--- config.mk ---
export PLATFORM = sky130hd
export DESIGN_NAME = BuzzerTop
export DESIGN_NICKNAME = d
export VERILOG_FILES = /design/src/source/BuzzerPkg.sv /design/src/source/BuzzerTop.sv /design/src/source/MelodySequencer.sv /design/src/source/NoteQueue.sv /design/src/source/SoundGenerator.sv /design/src/source/StrobeGenerator.sv /design/src/source/WishboneRegisters.sv
export SDC_FILE = /design/constraint.sdc
export NUM_CORES = 1
export LEC_CHECK = 0
export BUFFER_PORTS_ARGS = -buffer_cell sky130_fd_sc_hd__buf_2
export CORE_ASPECT_RATIO = 1.1
export CORE_MARGIN = 2
export CORE_UTILIZATION = 60
export CTS_CLUSTER_SIZE = 25
export DETAILED_ROUTE_END_ITERATION = 7
export PLACE_DENSITY = 0.8
export SLEW_MARGIN = 5
export SYNTH_ARGS = -nofsm -noshare
export SYNTH_HDL_FRONTEND = slang
export SYNTH_SLANG_ARGS = --single-unit
--- constraint.sdc ---
create_clock -name Clock -period 5.5 [get_ports Clock]
set_input_delay 0.275 -clock Clock [delete_from_list [all_inputs] [get_ports Clock]]
set_output_delay 0.275 -clock Clock [all_outputs]
set_load 0.01 [all_outputs]
--- src/source/BuzzerPkg.sv ---
// Buzzer package with the note and Wishbone types, the register map and the status layout.

package BuzzerPkg;

	// ========================================================================
	// payload and bus types
	// ========================================================================

	// one note as the host writes it. A zero half period is a rest.
	typedef struct packed {
		logic [15:0] DurationMs;
		logic [15:0] HalfPeriodUs;
	} NoteT;

	// request from the Wishbone classic host.
	typedef struct packed {
		logic        Cyc;
		logic        Stb;
		logic        We;
		logic [1:0]  Adr;
		logic [31:0] Dat;
		logic [3:0]  Sel;
	} WbReqT;

	// response back to the host. There is no ERR or RTY.
	typedef struct packed {
		logic        Ack;
		logic [31:0] Dat;
	} WbRspT;

	// ========================================================================
	// register map
	// ========================================================================

	localparam logic [1:0] AddrNote    = 2'd0;
	localparam logic [1:0] AddrStatus  = 2'd1;
	localparam logic [1:0] AddrControl = 2'd2;

	// status word layout.
	localparam int StatusBusyBit   = 0;
	localparam int StatusEmptyBit  = 1;
	localparam int StatusFullBit   = 2;
	localparam int StatusLevelLsb  = 8;
	localparam int StatusPlayedLsb = 16;
	localparam int StatusDropLsb   = 24;

	// a one in this bit of the control word stops the player.
	localparam int ControlStopBit = 0;

endpackage

--- src/source/BuzzerTop.sv ---
// Buzzer top level joining the register slave, note queue, sequencer and sound generator.

`timescale 1ns/1ps

module BuzzerTop #(
	parameter int ClockHz    = 10_000_000,
	parameter int QueueDepth = 8
)(
	input  logic             Clock,
	input  logic             Reset,
	input  BuzzerPkg::WbReqT WbReq_i,
	output BuzzerPkg::WbRspT WbRsp_o,
	output logic             SoundWave_o,
	output logic             Busy_o
);

	logic            PushValid;
	BuzzerPkg::NoteT PushNote;
	logic            Stop;
	logic            Full;
	logic            Empty;
	logic [7:0]      Level;
	BuzzerPkg::NoteT HeadNote;
	logic            Pop;
	logic            Start;
	BuzzerPkg::NoteT StartNote;
	logic            Done;
	logic [7:0]      Played;

	WishboneRegisters #(
		.QueueDepth (QueueDepth)
	) i_WishboneRegisters (
		.Clock       (Clock),
		.Reset       (Reset),
		.WbReq_i     (WbReq_i),
		.WbRsp_o     (WbRsp_o),
		.Full_i      (Full),
		.Empty_i     (Empty),
		.Level_i     (Level),
		.Busy_i      (Busy_o),
		.Played_i    (Played),
		.PushValid_o (PushValid),
		.PushNote_o  (PushNote),
		.Stop_o      (Stop)
	);

	NoteQueue #(
		.QueueDepth (QueueDepth)
	) i_NoteQueue (
		.Clock      (Clock),
		.Reset      (Reset),
		.Push_i     (PushValid),
		.PushNote_i (PushNote),
		.Pop_i      (Pop),
		.Flush_i    (Stop),
		.HeadNote_o (HeadNote),
		.Empty_o    (Empty),
		.Full_o     (Full),
		.Level_o    (Level)
	);

	MelodySequencer i_MelodySequencer (
		.Clock       (Clock),
		.Reset       (Reset),
		.Empty_i     (Empty),
		.HeadNote_i  (HeadNote),
		.Busy_i      (Busy_o),
		.Done_i      (Done),
		.Pop_o       (Pop),
		.Start_o     (Start),
		.StartNote_o (StartNote),
		.Played_o    (Played)
	);

	SoundGenerator #(
		.ClockHz (ClockHz)
	) i_SoundGenerator (
		.Clock       (Clock),
		.Reset       (Reset),
		.Start_i     (Start),
		.Finish_i    (Stop),
		.Note_i      (StartNote),
		.SoundWave_o (SoundWave_o),
		.Busy_o      (Busy_o),
		.Done_o      (Done)
	);

endmodule

--- src/source/MelodySequencer.sv ---
// Melody sequencer that feeds queued notes to the sound generator one at a time.

`timescale 1ns/1ps

module MelodySequencer (
	input  logic            Clock,
	input  logic            Reset,
	input  logic            Empty_i,
	input  BuzzerPkg::NoteT HeadNote_i,
	input  logic            Busy_i,
	input  logic            Done_i,
	output logic            Pop_o,
	output logic            Start_o,
	output BuzzerPkg::NoteT StartNote_o,
	output logic [7:0]      Played_o
);

	logic Pending;
	logic [7:0] PlayedCount;

	// a note is taken only when the player is idle and no start is in flight.
	assign Pop_o       = !Empty_i && !Busy_i && !Pending;
	assign Start_o     = Pop_o;
	assign StartNote_o = HeadNote_i;

	// pending covers the cycle right after a start.
	// This keeps two notes from starting back to back before busy is seen.
	always_ff @(posedge Clock or negedge Reset) begin
		if (!Reset) begin
			Pending <= 1'b0;
		end else begin
			Pending <= Pop_o;
		end
	end

	// every finished or stopped note counts as played. The counter wraps.
	always_ff @(posedge Clock or negedge Reset) begin
		if (!Reset) begin
			PlayedCount <= '0;
		end else if (Done_i) begin
			PlayedCount <= PlayedCount + 1'b1;
		end
	end

	assign Played_o = PlayedCount;

endmodule

--- src/source/NoteQueue.sv ---
// Note queue, a synchronous FIFO of notes with a fill level and a one-cycle flush.

`timescale 1ns/1ps

module NoteQueue #(
	parameter int QueueDepth = 8
)(
	input  logic            Clock,
	input  logic            Reset,
	input  logic            Push_i,
	input  BuzzerPkg::NoteT PushNote_i,
	input  logic            Pop_i,
	input  logic            Flush_i,
	output BuzzerPkg::NoteT HeadNote_o,
	output logic            Empty_o,
	output logic            Full_o,
	output logic [7:0]      Level_o
);

	// the depth is a power of two, so the pointers wrap on their own.
	localparam int PtrWidth = $clog2(QueueDepth);

	BuzzerPkg::NoteT     Mem [QueueDepth];
	logic [PtrWidth-1:0] WritePtr;
	logic [PtrWidth-1:0] ReadPtr;
	logic [PtrWidth:0]   Count;
	logic                DoPush;
	logic                DoPop;

	assign DoPush = Push_i && !Full_o;
	assign DoPop  = Pop_i && !Empty_o;

	always_ff @(posedge Clock or negedge Reset) begin
		if (!Reset) begin
			WritePtr <= '0;
			ReadPtr  <= '0;
			Count    <= '0;
		end else if (Flush_i) begin
			WritePtr <= '0;
			ReadPtr  <= '0;
			Count    <= '0;
		end else begin
			if (DoPush) begin
				WritePtr <= WritePtr + 1'b1;
			end
			if (DoPop) begin
				ReadPtr <= ReadPtr + 1'b1;
			end
			// a push and a pop together leave the count as it is.
			if (DoPush && !DoPop) begin
				Count <= Count + 1'b1;
			end else if (DoPop && !DoPush) begin
				Count <= Count - 1'b1;
			end
		end
	end

	always_ff @(posedge Clock) begin
		if (DoPush) begin
			Mem[WritePtr] <= PushNote_i;
		end
	end

	assign HeadNote_o = Mem[ReadPtr];
	assign Empty_o    = (Count == '0);
	assign Full_o     = (Count == (PtrWidth + 1)'(QueueDepth));
	assign Level_o    = 8'(Count);

endmodule

--- src/source/SoundGenerator.sv ---
// Sound generator that plays one note as a square wave for its duration.

`timescale 1ns/1ps

module SoundGenerator #(
	parameter int ClockHz = 10_000_000
)(
	input  logic              Clock,
	input  logic              Reset,
	input  logic              Start_i,
	input  logic              Finish_i,
	input  BuzzerPkg::NoteT   Note_i,
	output logic              SoundWave_o,
	output logic              Busy_o,
	output logic              Done_o
);

	logic        TickEnable;
	logic        TickMicro;
	logic        TickMilli;
	logic [15:0] DurationTimer;
	logic        BusyPrevious;
	logic        Signal;
	logic [15:0] HalfPeriodCopy;
	logic [15:0] HalfPeriodTimer;

	// both tick sources run from the start strobe until the note ends.
	assign TickEnable = Busy_o || Start_i;

	StrobeGenerator #(
		.ClockHz  (ClockHz),
		.PeriodUs (1)
	) i_StrobeMicro (
		.Clock    (Clock),
		.Reset    (Reset),
		.Enable_i (TickEnable),
		.Strobe_o (TickMicro)
	);

	StrobeGenerator #(
		.ClockHz  (ClockHz),
		.PeriodUs (1000)
	) i_StrobeMilli (
		.Clock    (Clock),
		.Reset    (Reset),
		.Enable_i (TickEnable),
		.Strobe_o (TickMilli)
	);

	// ========================================================================
	// duration timer
	// ========================================================================

	// finish wins over a start in the same cycle, so a stop also drops a note
	// that is being popped right then.
	always_ff @(posedge Clock or negedge Reset) begin
		if (!Reset) begin
			DurationTimer <= '0;
		end else if (Finish_i) begin
			DurationTimer <= '0;
		end else if (Start_i) begin
			DurationTimer <= Note_i.DurationMs;
		end else if (Busy_o && TickMilli) begin
			DurationTimer <= DurationTimer - 1'b1;
		end
	end

	assign Busy_o = |DurationTimer;

	// done marks the falling edge of busy.
	always_ff @(posedge Clock or negedge Reset) begin
		if (!Reset) begin
			BusyPrevious <= 1'b0;
		end else begin
			BusyPrevious <= Busy_o;
		end
	end

	assign Done_o = !Busy_o && BusyPrevious;

	// ========================================================================
	// square wave
	// ========================================================================

	// each level is held for HalfPeriodUs+1 microsecond ticks.
	always_ff @(posedge Clock or negedge Reset) begin
		if (!Reset) begin
			Signal          <= 1'b0;
			HalfPeriodCopy  <= '0;
			HalfPeriodTimer <= '0;
		end else if (Start_i) begin
			Signal          <= 1'b0;
			HalfPeriodCopy  <= Note_i.HalfPeriodUs;
			HalfPeriodTimer <= Note_i.HalfPeriodUs;
		end else if (HalfPeriodCopy == '0) begin
			// a rest keeps the wave low.
			Signal <= 1'b0;
		end else if (Busy_o && TickMicro) begin
			if (HalfPeriodTimer == '0) begin
				Signal          <= ~Signal;
				HalfPeriodTimer <= HalfPeriodCopy;
			end else begin
				HalfPeriodTimer <= HalfPeriodTimer - 1'b1;
			end
		end
	end

	assign SoundWave_o = Busy_o && Signal;

endmodule

--- src/source/StrobeGenerator.sv ---
// Strobe generator giving a one-cycle pulse every PeriodUs microseconds while enabled.

`timescale 1ns/1ps

module StrobeGenerator #(
	parameter int ClockHz  = 10_000_000,
	parameter int PeriodUs = 1
)(
	input  logic Clock,
	input  logic Reset,
	input  logic Enable_i,
	output logic Strobe_o
);

	// number of clock cycles in one strobe period.
	localparam int CyclesPerUs = ClockHz / 1_000_000;
	localparam int Cycles      = CyclesPerUs * PeriodUs;
	localparam int CountWidth  = (Cycles > 1) ? $clog2(Cycles) : 1;

	localparam logic [CountWidth-1:0] LastCount = CountWidth'(Cycles - 1);

	logic [CountWidth-1:0] Count;

	// the counter only runs while enabled and restarts from zero when disabled.
	always_ff @(posedge Clock or negedge Reset) begin
		if (!Reset) begin
			Count <= '0;
		end else if (!Enable_i || Count == LastCount) begin
			Count <= '0;
		end else begin
			Count <= Count + 1'b1;
		end
	end

	// a disabled generator never strobes, even on the terminal count.
	assign Strobe_o = Enable_i && (Count == LastCount);

endmodule

--- src/source/WishboneRegisters.sv ---
// Wishbone classic register slave for note writes, status reads and the stop command.

`timescale 1ns/1ps

module WishboneRegisters #(
	parameter int QueueDepth = 8
)(
	input  logic             Clock,
	input  logic             Reset,
	input  BuzzerPkg::WbReqT WbReq_i,
	output BuzzerPkg::WbRspT WbRsp_o,
	input  logic             Full_i,
	input  logic             Empty_i,
	input  logic [7:0]       Level_i,
	input  logic             Busy_i,
	input  logic [7:0]       Played_i,
	output logic             PushValid_o,
	output BuzzerPkg::NoteT  PushNote_o,
	output logic             Stop_o
);

	logic        Active;
	logic        Accept;
	logic        AckReg;
	logic        NoteWrite;
	logic        StopWrite;
	logic        QueueFull;
	logic [7:0]  DropCount;
	logic [31:0] ReadData;
	logic [31:0] RspDat;

	// ========================================================================
	// bus handshake and decode
	// ========================================================================

	assign Active = WbReq_i.Cyc && WbReq_i.Stb;

	// an access is taken once, in the cycle before ack rises.
	assign Accept = Active && !AckReg;

	assign NoteWrite = Accept && WbReq_i.We && (WbReq_i.Adr == BuzzerPkg::AddrNote);
	assign StopWrite = Accept && WbReq_i.We && (WbReq_i.Adr == BuzzerPkg::AddrControl)
		&& WbReq_i.Dat[BuzzerPkg::ControlStopBit];

	// a push still on its way to the queue takes the last free slot.
	assign QueueFull = Full_i || (PushValid_o && Level_i == 8'(QueueDepth - 1));

	always_ff @(posedge Clock or negedge Reset) begin
		if (!Reset) begin
			AckReg      <= 1'b0;
			PushValid_o <= 1'b0;
			Stop_o      <= 1'b0;
			DropCount   <= '0;
		end else begin
			AckReg      <= Accept;
			PushValid_o <= NoteWrite && !QueueFull;
			Stop_o      <= StopWrite;
			if (NoteWrite && QueueFull) begin
				DropCount <= DropCount + 1'b1;
			end
		end
	end

	// the note and the read word are captured on the edge that raises ack.
	always_ff @(posedge Clock) begin
		if (NoteWrite) begin
			PushNote_o <= BuzzerPkg::NoteT'(WbReq_i.Dat);
		end
		if (Accept) begin
			RspDat <= WbReq_i.We ? '0 : ReadData;
		end
	end

	// ========================================================================
	// read mux
	// ========================================================================

	// only the status address returns data.
	always_comb begin
		ReadData = '0;
		if (WbReq_i.Adr == BuzzerPkg::AddrStatus) begin
			ReadData[BuzzerPkg::StatusBusyBit]          = Busy_i;
			ReadData[BuzzerPkg::StatusEmptyBit]         = Empty_i;
			ReadData[BuzzerPkg::StatusFullBit]          = Full_i;
			ReadData[BuzzerPkg::StatusLevelLsb +: 8]    = Level_i;
			ReadData[BuzzerPkg::StatusPlayedLsb +: 8]   = Played_i;
			ReadData[BuzzerPkg::StatusDropLsb +: 8]     = DropCount;
		end
	end

	assign WbRsp_o.Ack = AckReg;
	assign WbRsp_o.Dat = RspDat;

endmodule

* Yosys cells after proc, flatten, opt, wreduce, memory -nomap -nowiden
Memories as Yosys holds them, arrays and structs flattened. Index checks and enable logic that the tools add are counted.
Storage, ports and cells: word-level logic and storage cells 113, input port bits 43, output and inout bits 35, RAM bits 256, memories 1, register bits after elaboration 162
Operators by class: equal/unequal tests 7, muxes and demuxes 23, add/sub/neg operators 10, bitwise gates (word level) 2, reduce and logical (&&, ||, !) cells 49
Memories:
- i_NoteQueue.Mem | depth 8, bits a word 32, read ports 1, clocked after memory_dff 0, write ports 1, line NoteQueue.sv:23 | BuzzerPkg::NoteT Mem [QueueDepth];
Operators with widths (number):
- $mux 16 | 7
- $logic_not 16->1 | 2
- $sub 16x1->16 const B | 2
- $mux 24 | 1
- $logic_and 1x1->1 | 21
- $add 8x1->8 const B | 2
- $mux 4 | 4
- $reduce_or 16->1 | 1
- $add 14x1->14 const B | 1
- $eq 14x14->1 const B | 1
- $mux 14 | 1
- $mux 3 | 4
- $reduce_bool 3->1 | 4
- $logic_not 1->1 | 9
- $add 4x1->4 const B | 2
- $eq 4x4->1 const B | 2
- $add 3x1->3 const B | 2
- $mux 1 | 6
- $reduce_bool 2->1 | 3
- $eq 4x3->1 const B | 1
- $logic_not 4->1 | 1
- $logic_or 1x1->1 | 4
- $reduce_and 2->1 | 2
- $sub 4x1->4 const B | 1
- other kinds (6) | 7

* Depth between registers and ports, before layout
depth in word-level cells 10, depth in mapped cells 10, depth with buffers taken out 10

* Cells and area by module
Synthesis repeated with hierarchy kept, for this count alone.
Second synthesis, totals: cell total of the unflattened synthesis 1076, area total of the unflattened synthesis 17434.2 um^2
By module, submodules not included:
- NoteQueue | area each 10338.7 um^2, instances 1, cells an instance 458, sequential area each 7937.6 um^2
- SoundGenerator | area each 3012.9 um^2, instances 1, cells an instance 326, sequential area each 1251.2 um^2
- WishboneRegisters | area each 2562.5 um^2, instances 1, cells an instance 141, sequential area each 2047.0 um^2
- StrobeGenerator (i_SoundGenerator.i_StrobeMilli) | area each 691.9 um^2, instances 1, cells an instance 70, sequential area each 350.3 um^2
- MelodySequencer | area each 615.6 um^2, instances 1, cells an instance 61, sequential area each 225.2 um^2
- StrobeGenerator (i_SoundGenerator.i_StrobeMicro) | area each 212.7 um^2, instances 1, cells an instance 20, sequential area each 100.1 um^2

* Worst setup path after synthesis
OpenSTA, ideal clock, no wires.
path type reg2reg, from reg i_NoteQueue.Count[3], to mem i_NoteQueue.Mem[1][0] in the netlist's numbering (enable), buffers on the path 0, period minus slack after synthesis 4582 ps, library setup time 513 ps, stages on the path, launching flop included 4, path slack 918 ps, data arrival time 4069 ps, data required time 4987 ps, cell sequence dfrtp_1 or4b_4 nand2_1 nor4b_1
Between the ends: word-level cells in the longest chain between the ends 5
Ends and longest elaborated chain:
- start: declaration | line NoteQueue.sv:26 | logic [PtrWidth:0] Count;
- start signal: assignment | line NoteQueue.sv:51 | Count <= Count + 1'b1;
- start signal: assignment | line NoteQueue.sv:53 | Count <= Count - 1'b1;
- $eq 4x4->1 | line NoteQueue.sv:66 | assign Full_o = (Count == (PtrWidth + 1)'(QueueDepth));
- $logic_not 1->1 | line NoteQueue.sv:30 | assign DoPush = Push_i && !Full_o;
- $logic_and 1x1->1 | line NoteQueue.sv:30
- $mux 1 | line NoteQueue.sv:59 | if (DoPush) begin
- $mux 1 (not written as such) | line NoteQueue.sv:60 | Mem[WritePtr] <= PushNote_i;
- end: declaration | line NoteQueue.sv:23
Every way passes these cells.

* Final worst setup path
from reg i_SoundGenerator.DurationTimer[9], to reg i_NoteQueue.Count[3]
Between the ends: word-level cells in the longest chain between the ends 9, elaborated cells between the ends (all ways) 11, those cells by class mux (2); reduce/logical (9)
Ends and longest elaborated chain:
- start: declaration | line SoundGenerator.sv:21 | logic [15:0] DurationTimer;
- start signal: assignment | line SoundGenerator.sv:62 | DurationTimer <= Note_i.DurationMs;
- start signal: assignment | line SoundGenerator.sv:64 | DurationTimer <= DurationTimer - 1'b1;
- $reduce_or 16->1 (*) | line SoundGenerator.sv:68 | assign Busy_o = |DurationTimer;
- $logic_not 1->1 (*) | line MelodySequencer.sv:22 | assign Pop_o = !Empty_i && !Busy_i && !Pending;
- $logic_and 1x1->1 (*) (2 in series) | line MelodySequencer.sv:22
- $logic_and 1x1->1 (*) | line NoteQueue.sv:31 | assign DoPop = Pop_i && !Empty_o;
- $logic_not 1->1 | line NoteQueue.sv:50 | if (DoPush && !DoPop) begin
- $logic_and 1x1->1 | line NoteQueue.sv:50
- $mux 4 | line NoteQueue.sv:50
- $mux 4 | line NoteQueue.sv:38 | end else if (Flush_i) begin
Every way passes the cells marked *; elsewhere a longest branch is shown, timed or not. A chain may end at the register's enable or synchronous reset.

==> metrics.md <==
| Metric | Value |
|---|---|
| Dpl hpwl | `17,990 um` |
| Mean cell area of the mapped netlist | `16.67 um2` |
| Post-route DRC | `0` |
| Setup slack of the critical path after layout | `2.561 ns` |
| Peak supply drop | `322.3 uV` |
| Routed vias | `around 9,100` |
| Share of Yosys cell area claimed by the top area cell type | `55.86%` |
| Synthesized area | `16,720 um2` |
| Height of the die | `approximately 180 um` |
| DP Cell Count | `1,397` |
| Predominant post-synthesis flop cell | `sky130_fd_sc_hd__edfxtp_1` |
| Count of antenna-violating nets left after detailed routing | `0` |
| Total core area | `27,630 um2` |
| Violation count after the first detailed-route iteration | `900` |
| Endpoint kind of the worst setup timing path | `flip-flop` |
| Cell at the slowest stage of the critical path | `sky130_fd_sc_hd__nor4_1` |
| Part of the cycle the worst path needs | `53.44%` |
| Total grt overflow | `0` |
| Maximum clock frequency | `340.2 MHz` |
| Largest cells by area after synthesis | `sky130_fd_sc_hd__edfxtp_1, sky130_fd_sc_hd__dfrtp_1, sky130_fd_sc_hd__mux4_2` |
| Number of rows in the core area | `64` |
| Final number of hold-violating endpoints | `0` |
| Slowest cell delay on critical path | `0.51 ns` |
| Count of maximum capacitance violations | `0` |
| First-pass GRT wire length | `50,620 um` |
| Commonest cells after routing, fill and taps aside | `sky130_fd_sc_hd__edfxtp_1, sky130_fd_sc_hd__dfrtp_1, sky130_fd_sc_hd__mux4_2` |
| Total power density per cell area | `between 400 and 500 nW/um2` |
| Async set-reset flop share out of synthesis | `23.96%` |
| Clock-pin slew of the registers on the worst-case setup and hold paths | `0.06 ns` |
| Final RePlAce weighted congestion | `between 0.8 and 0.9` |
| CP Data Required Time | `5.91 ns` |
| Total of endpoints with negative setup slack in the final report | `0` |
| Drt first pass iters | `5` |
| Signal arrival time at the worst endpoint | `3.35 ns` |
| Post-CTS Resized | `0` |
| Worst setup slack after placement | `2.540 ns` |
| Number of diodes | `0` |
| Starting density of the core | `~60%` |
| Most common library cell in the layout ignoring fill and taps | `sky130_fd_sc_hd__edfxtp_1` |
| Sequential-to-total area share from yosys stat | `70.52%` |
| Final period demand of the worst path | `between 2 and 3 ns` |
| Slew Limit Headroom | `between 30% and 40%` |
| Total number of nets in the final design | `1,167` |
| Wire length per cell after detailed routing | `21.24 um` |
| Drt total wl | `31,970 um` |
| Top delay family on crit path | `simple AND/OR/NAND/NOR gates` |
| Startpoint kind of the worst setup timing path | `flip-flop` |
| Die Outline Area | `29,220 um2` |
| Initial antenna violation count | `0` |
| Final total negative setup slack | `0 ns` |
| Static leakage power | `6.811 nW` |
| CP Cell Sequence | `nor4_1 > nand3_1 > o21ai_2 > ha_1 > a21o_1 > a21oi_1 > mux2i_1 > mux2_1` |
| Clock tree from TritonCTS | `built` |
| Num CTS Buffers | `40` |
| Post CTS Setup Buffer Count | `0` |
| Final non-filler cell total | `around 1,500` |
| Post-cts hold buffer count | `34` |
| Result of the run | `completed` |
| Max Transition Viols Final | `0` |
| Layout cell share with drive strength beyond 1 | `21.02%` |
| Global routing usage summed across all routing layers | `22.79%` |
| RSZ-0062 raised after global routing | `no` |
| Clock root buffer master | `sky130_fd_sc_hd__clkbuf_16` |
| Cell accounting for the most synthesized area | `sky130_fd_sc_hd__edfxtp_1` |
| Min-delay worst type | `input port to flip-flop` |
| Crit Path Category | `flip-flop to flip-flop` |
| Buffers from clock root to sink, at most | `3` |
| Pin count of the biggest net entering global routing | `76` |
| Post-synth EDFFs | `311` |
| Clock Skew | `roughly 0.013 ns` |
| Worst-skew pair later-pin latency | `~0.53 ns` |
| Via count of the first global-routing pass | `9,192` |
| Die Span X | `163.2 um` |
| CP max FO | `5` |
| Actual transition at the worst max-transition pin | `between 1 and 1.5 ns` |
| Synth-to-Final Area Change | `13.64%` |
| Number of unique standard cell types used by synthesis | `73` |
| Hold WS | `between 0.04 and 0.05 ns` |
| Yosys reg bits | `between 400 and 500` |
| Vias per inst | `6.065` |
| Sink Count | `409` |
| Buffers on Ports | `64` |
| Crit path buf inv count | `0` |
| Maximum level of the CTS H-tree | `2` |
| Top Ports | `78` |
| Warnings from Yosys | `0` |
| Cells after Synth | `1,003` |
[cells by family (layout without fill, tap and decap cells)]
family          count (synthesis)  count (layout)  synth area share [%]
flops                         409             409                 70.52
mux                            98              98                 10.76
other cells                     1               9               0.02243
xor+xnor                       43              43                 2.252
simple gates                  243             243                 8.134
buf+inv                        75             206                 2.170
compound gates                120             120                 5.044
fa+ha+maj                      14              14                 1.093
[cells in the mapped netlist, drive strengths merged (2+ instances only)]
cell	count
a22oi	2
and4	5
o41ai	2
o2111ai	2
nand3	21
nor2b	2
nor3	17
nor3b	5
dfrtp	98
a31oi	6
nor4	15
xnor2	23
buf	34
a21oi	22
nand4	12
and3	6
mux4	64
o21ai	20
xor2	20
nand3b	3
nand2b	3
and2	33
o31ai	3
a211oi	11
or3	7
o211ai	11
nor2	56
mux2	14
a21o	2
nor4b	5
clkbuf	22
o21a	9
a21boi	6
o311a	7
mux2i	20
a311oi	4
inv	19
ha	13
edfxtp	311
nand2	43
or4	6
o22ai	2
a211o	4
[final cells by class]
| class | instances | area [um2] |
|---|---|---|
| multi-input cells | 527 | 4646 |
| flip-flops and latches | 409 | 11800 |
| fillers | 1803 | 8626 |
| well taps | 363 | 454.2 |
| clock inverters | 10 | 53.80 |
| clock buffers | 64 | 1204 |
| repair buffers | 113 | 775.7 |
| inverters | 19 | 71.32 |
[state kept, by name, indices dropped and copies added, names as in the netlist, 8 cells and up]
signal / count
i_SoundGenerator.HalfPeriodTimer: 16
i_SoundGenerator.i_StrobeMilli.Count: 14
i_MelodySequencer.Played_o: 8
i_WishboneRegisters.DropCount: 8
i_SoundGenerator.DurationTimer: 16
i_NoteQueue.Mem: 256
i_SoundGenerator.HalfPeriodCopy: 16
i_WishboneRegisters.PushNote_o: 32
i_WishboneRegisters.RspDat: 23
[power by group]
group          switching [mW]  total [mW]  leakage, nW  internal (mW)
Clock                    1.08        2.58        0.619           1.50
Sequential              0.459        4.02         4.06           3.56
Combinational           0.679        1.48         2.13          0.802
Total                    2.22        8.09         6.81           5.87
[final timing paths]
| kind | slack (ns) | from | cells past startpoint | end |
|---|---|---|---|---|
| setup / recovery | 2.56 | i_SoundGenerator.DurationTimer[9]$_DFFE_PN0P_ | 8 | i_NoteQueue.Count[3]$_DFFE_PN0P_ |
| hold / removal | 0.04 | WbReq_i[36] | 3 | i_WishboneRegisters.Stop_o$_DFF_PN0_ |
| setup reg to reg | 2.56 | i_SoundGenerator.DurationTimer[9]$_DFFE_PN0P_ | 8 | i_NoteQueue.Count[3]$_DFFE_PN0P_ |
| hold reg to reg | 0.46 | i_SoundGenerator.i_StrobeMilli.Count[0]$_DFF_PN0_ | 1 | i_SoundGenerator.i_StrobeMilli.Count[0]$_DFF_PN0_ |
| max in group asynchronous | 3.93 | Reset | 3 | i_NoteQueue.ReadPtr[0]$_DFFE_PN0P_ |
| min in group asynchronous | 0.19 | Reset | 2 | i_SoundGenerator.i_StrobeMilli.Count[2]$_DFF_PN0_ |
[metal layers]
| layer | global-route usage (%) | wire length [um] | up-vias |
|---|---|---|---|
| met4 | 9.108 | 1134 | 0 |
| met1 | 30.38 | 13260 | 4704 |
| met2 | 38.24 | 16160 | 250 |
| met5 | 0 | 0 | - |
| li1 | - | - | 4113 |
| met3 | 3.424 | 1416 | 61 |
[tightest hold or removal path, stage by stage]
cell and delay, ns:
sky130_fd_sc_hd__buf_2 0.08, sky130_fd_sc_hd__nand2b_1 0.11, sky130_fd_sc_hd__nor3_1 0.06
[per-stage QoR]
stage               utilization (%)  area (um2)  total power [mW]
floorplan                         -       16750             5.144
finish                        68.78       19000             8.087
detailed placement            62.99       17400             5.523
CTS                           68.78       19000             8.131
global route                  68.78       19000             8.440
global placement              62.99       17400             5.456
Power figures use the tool's default switching activity.
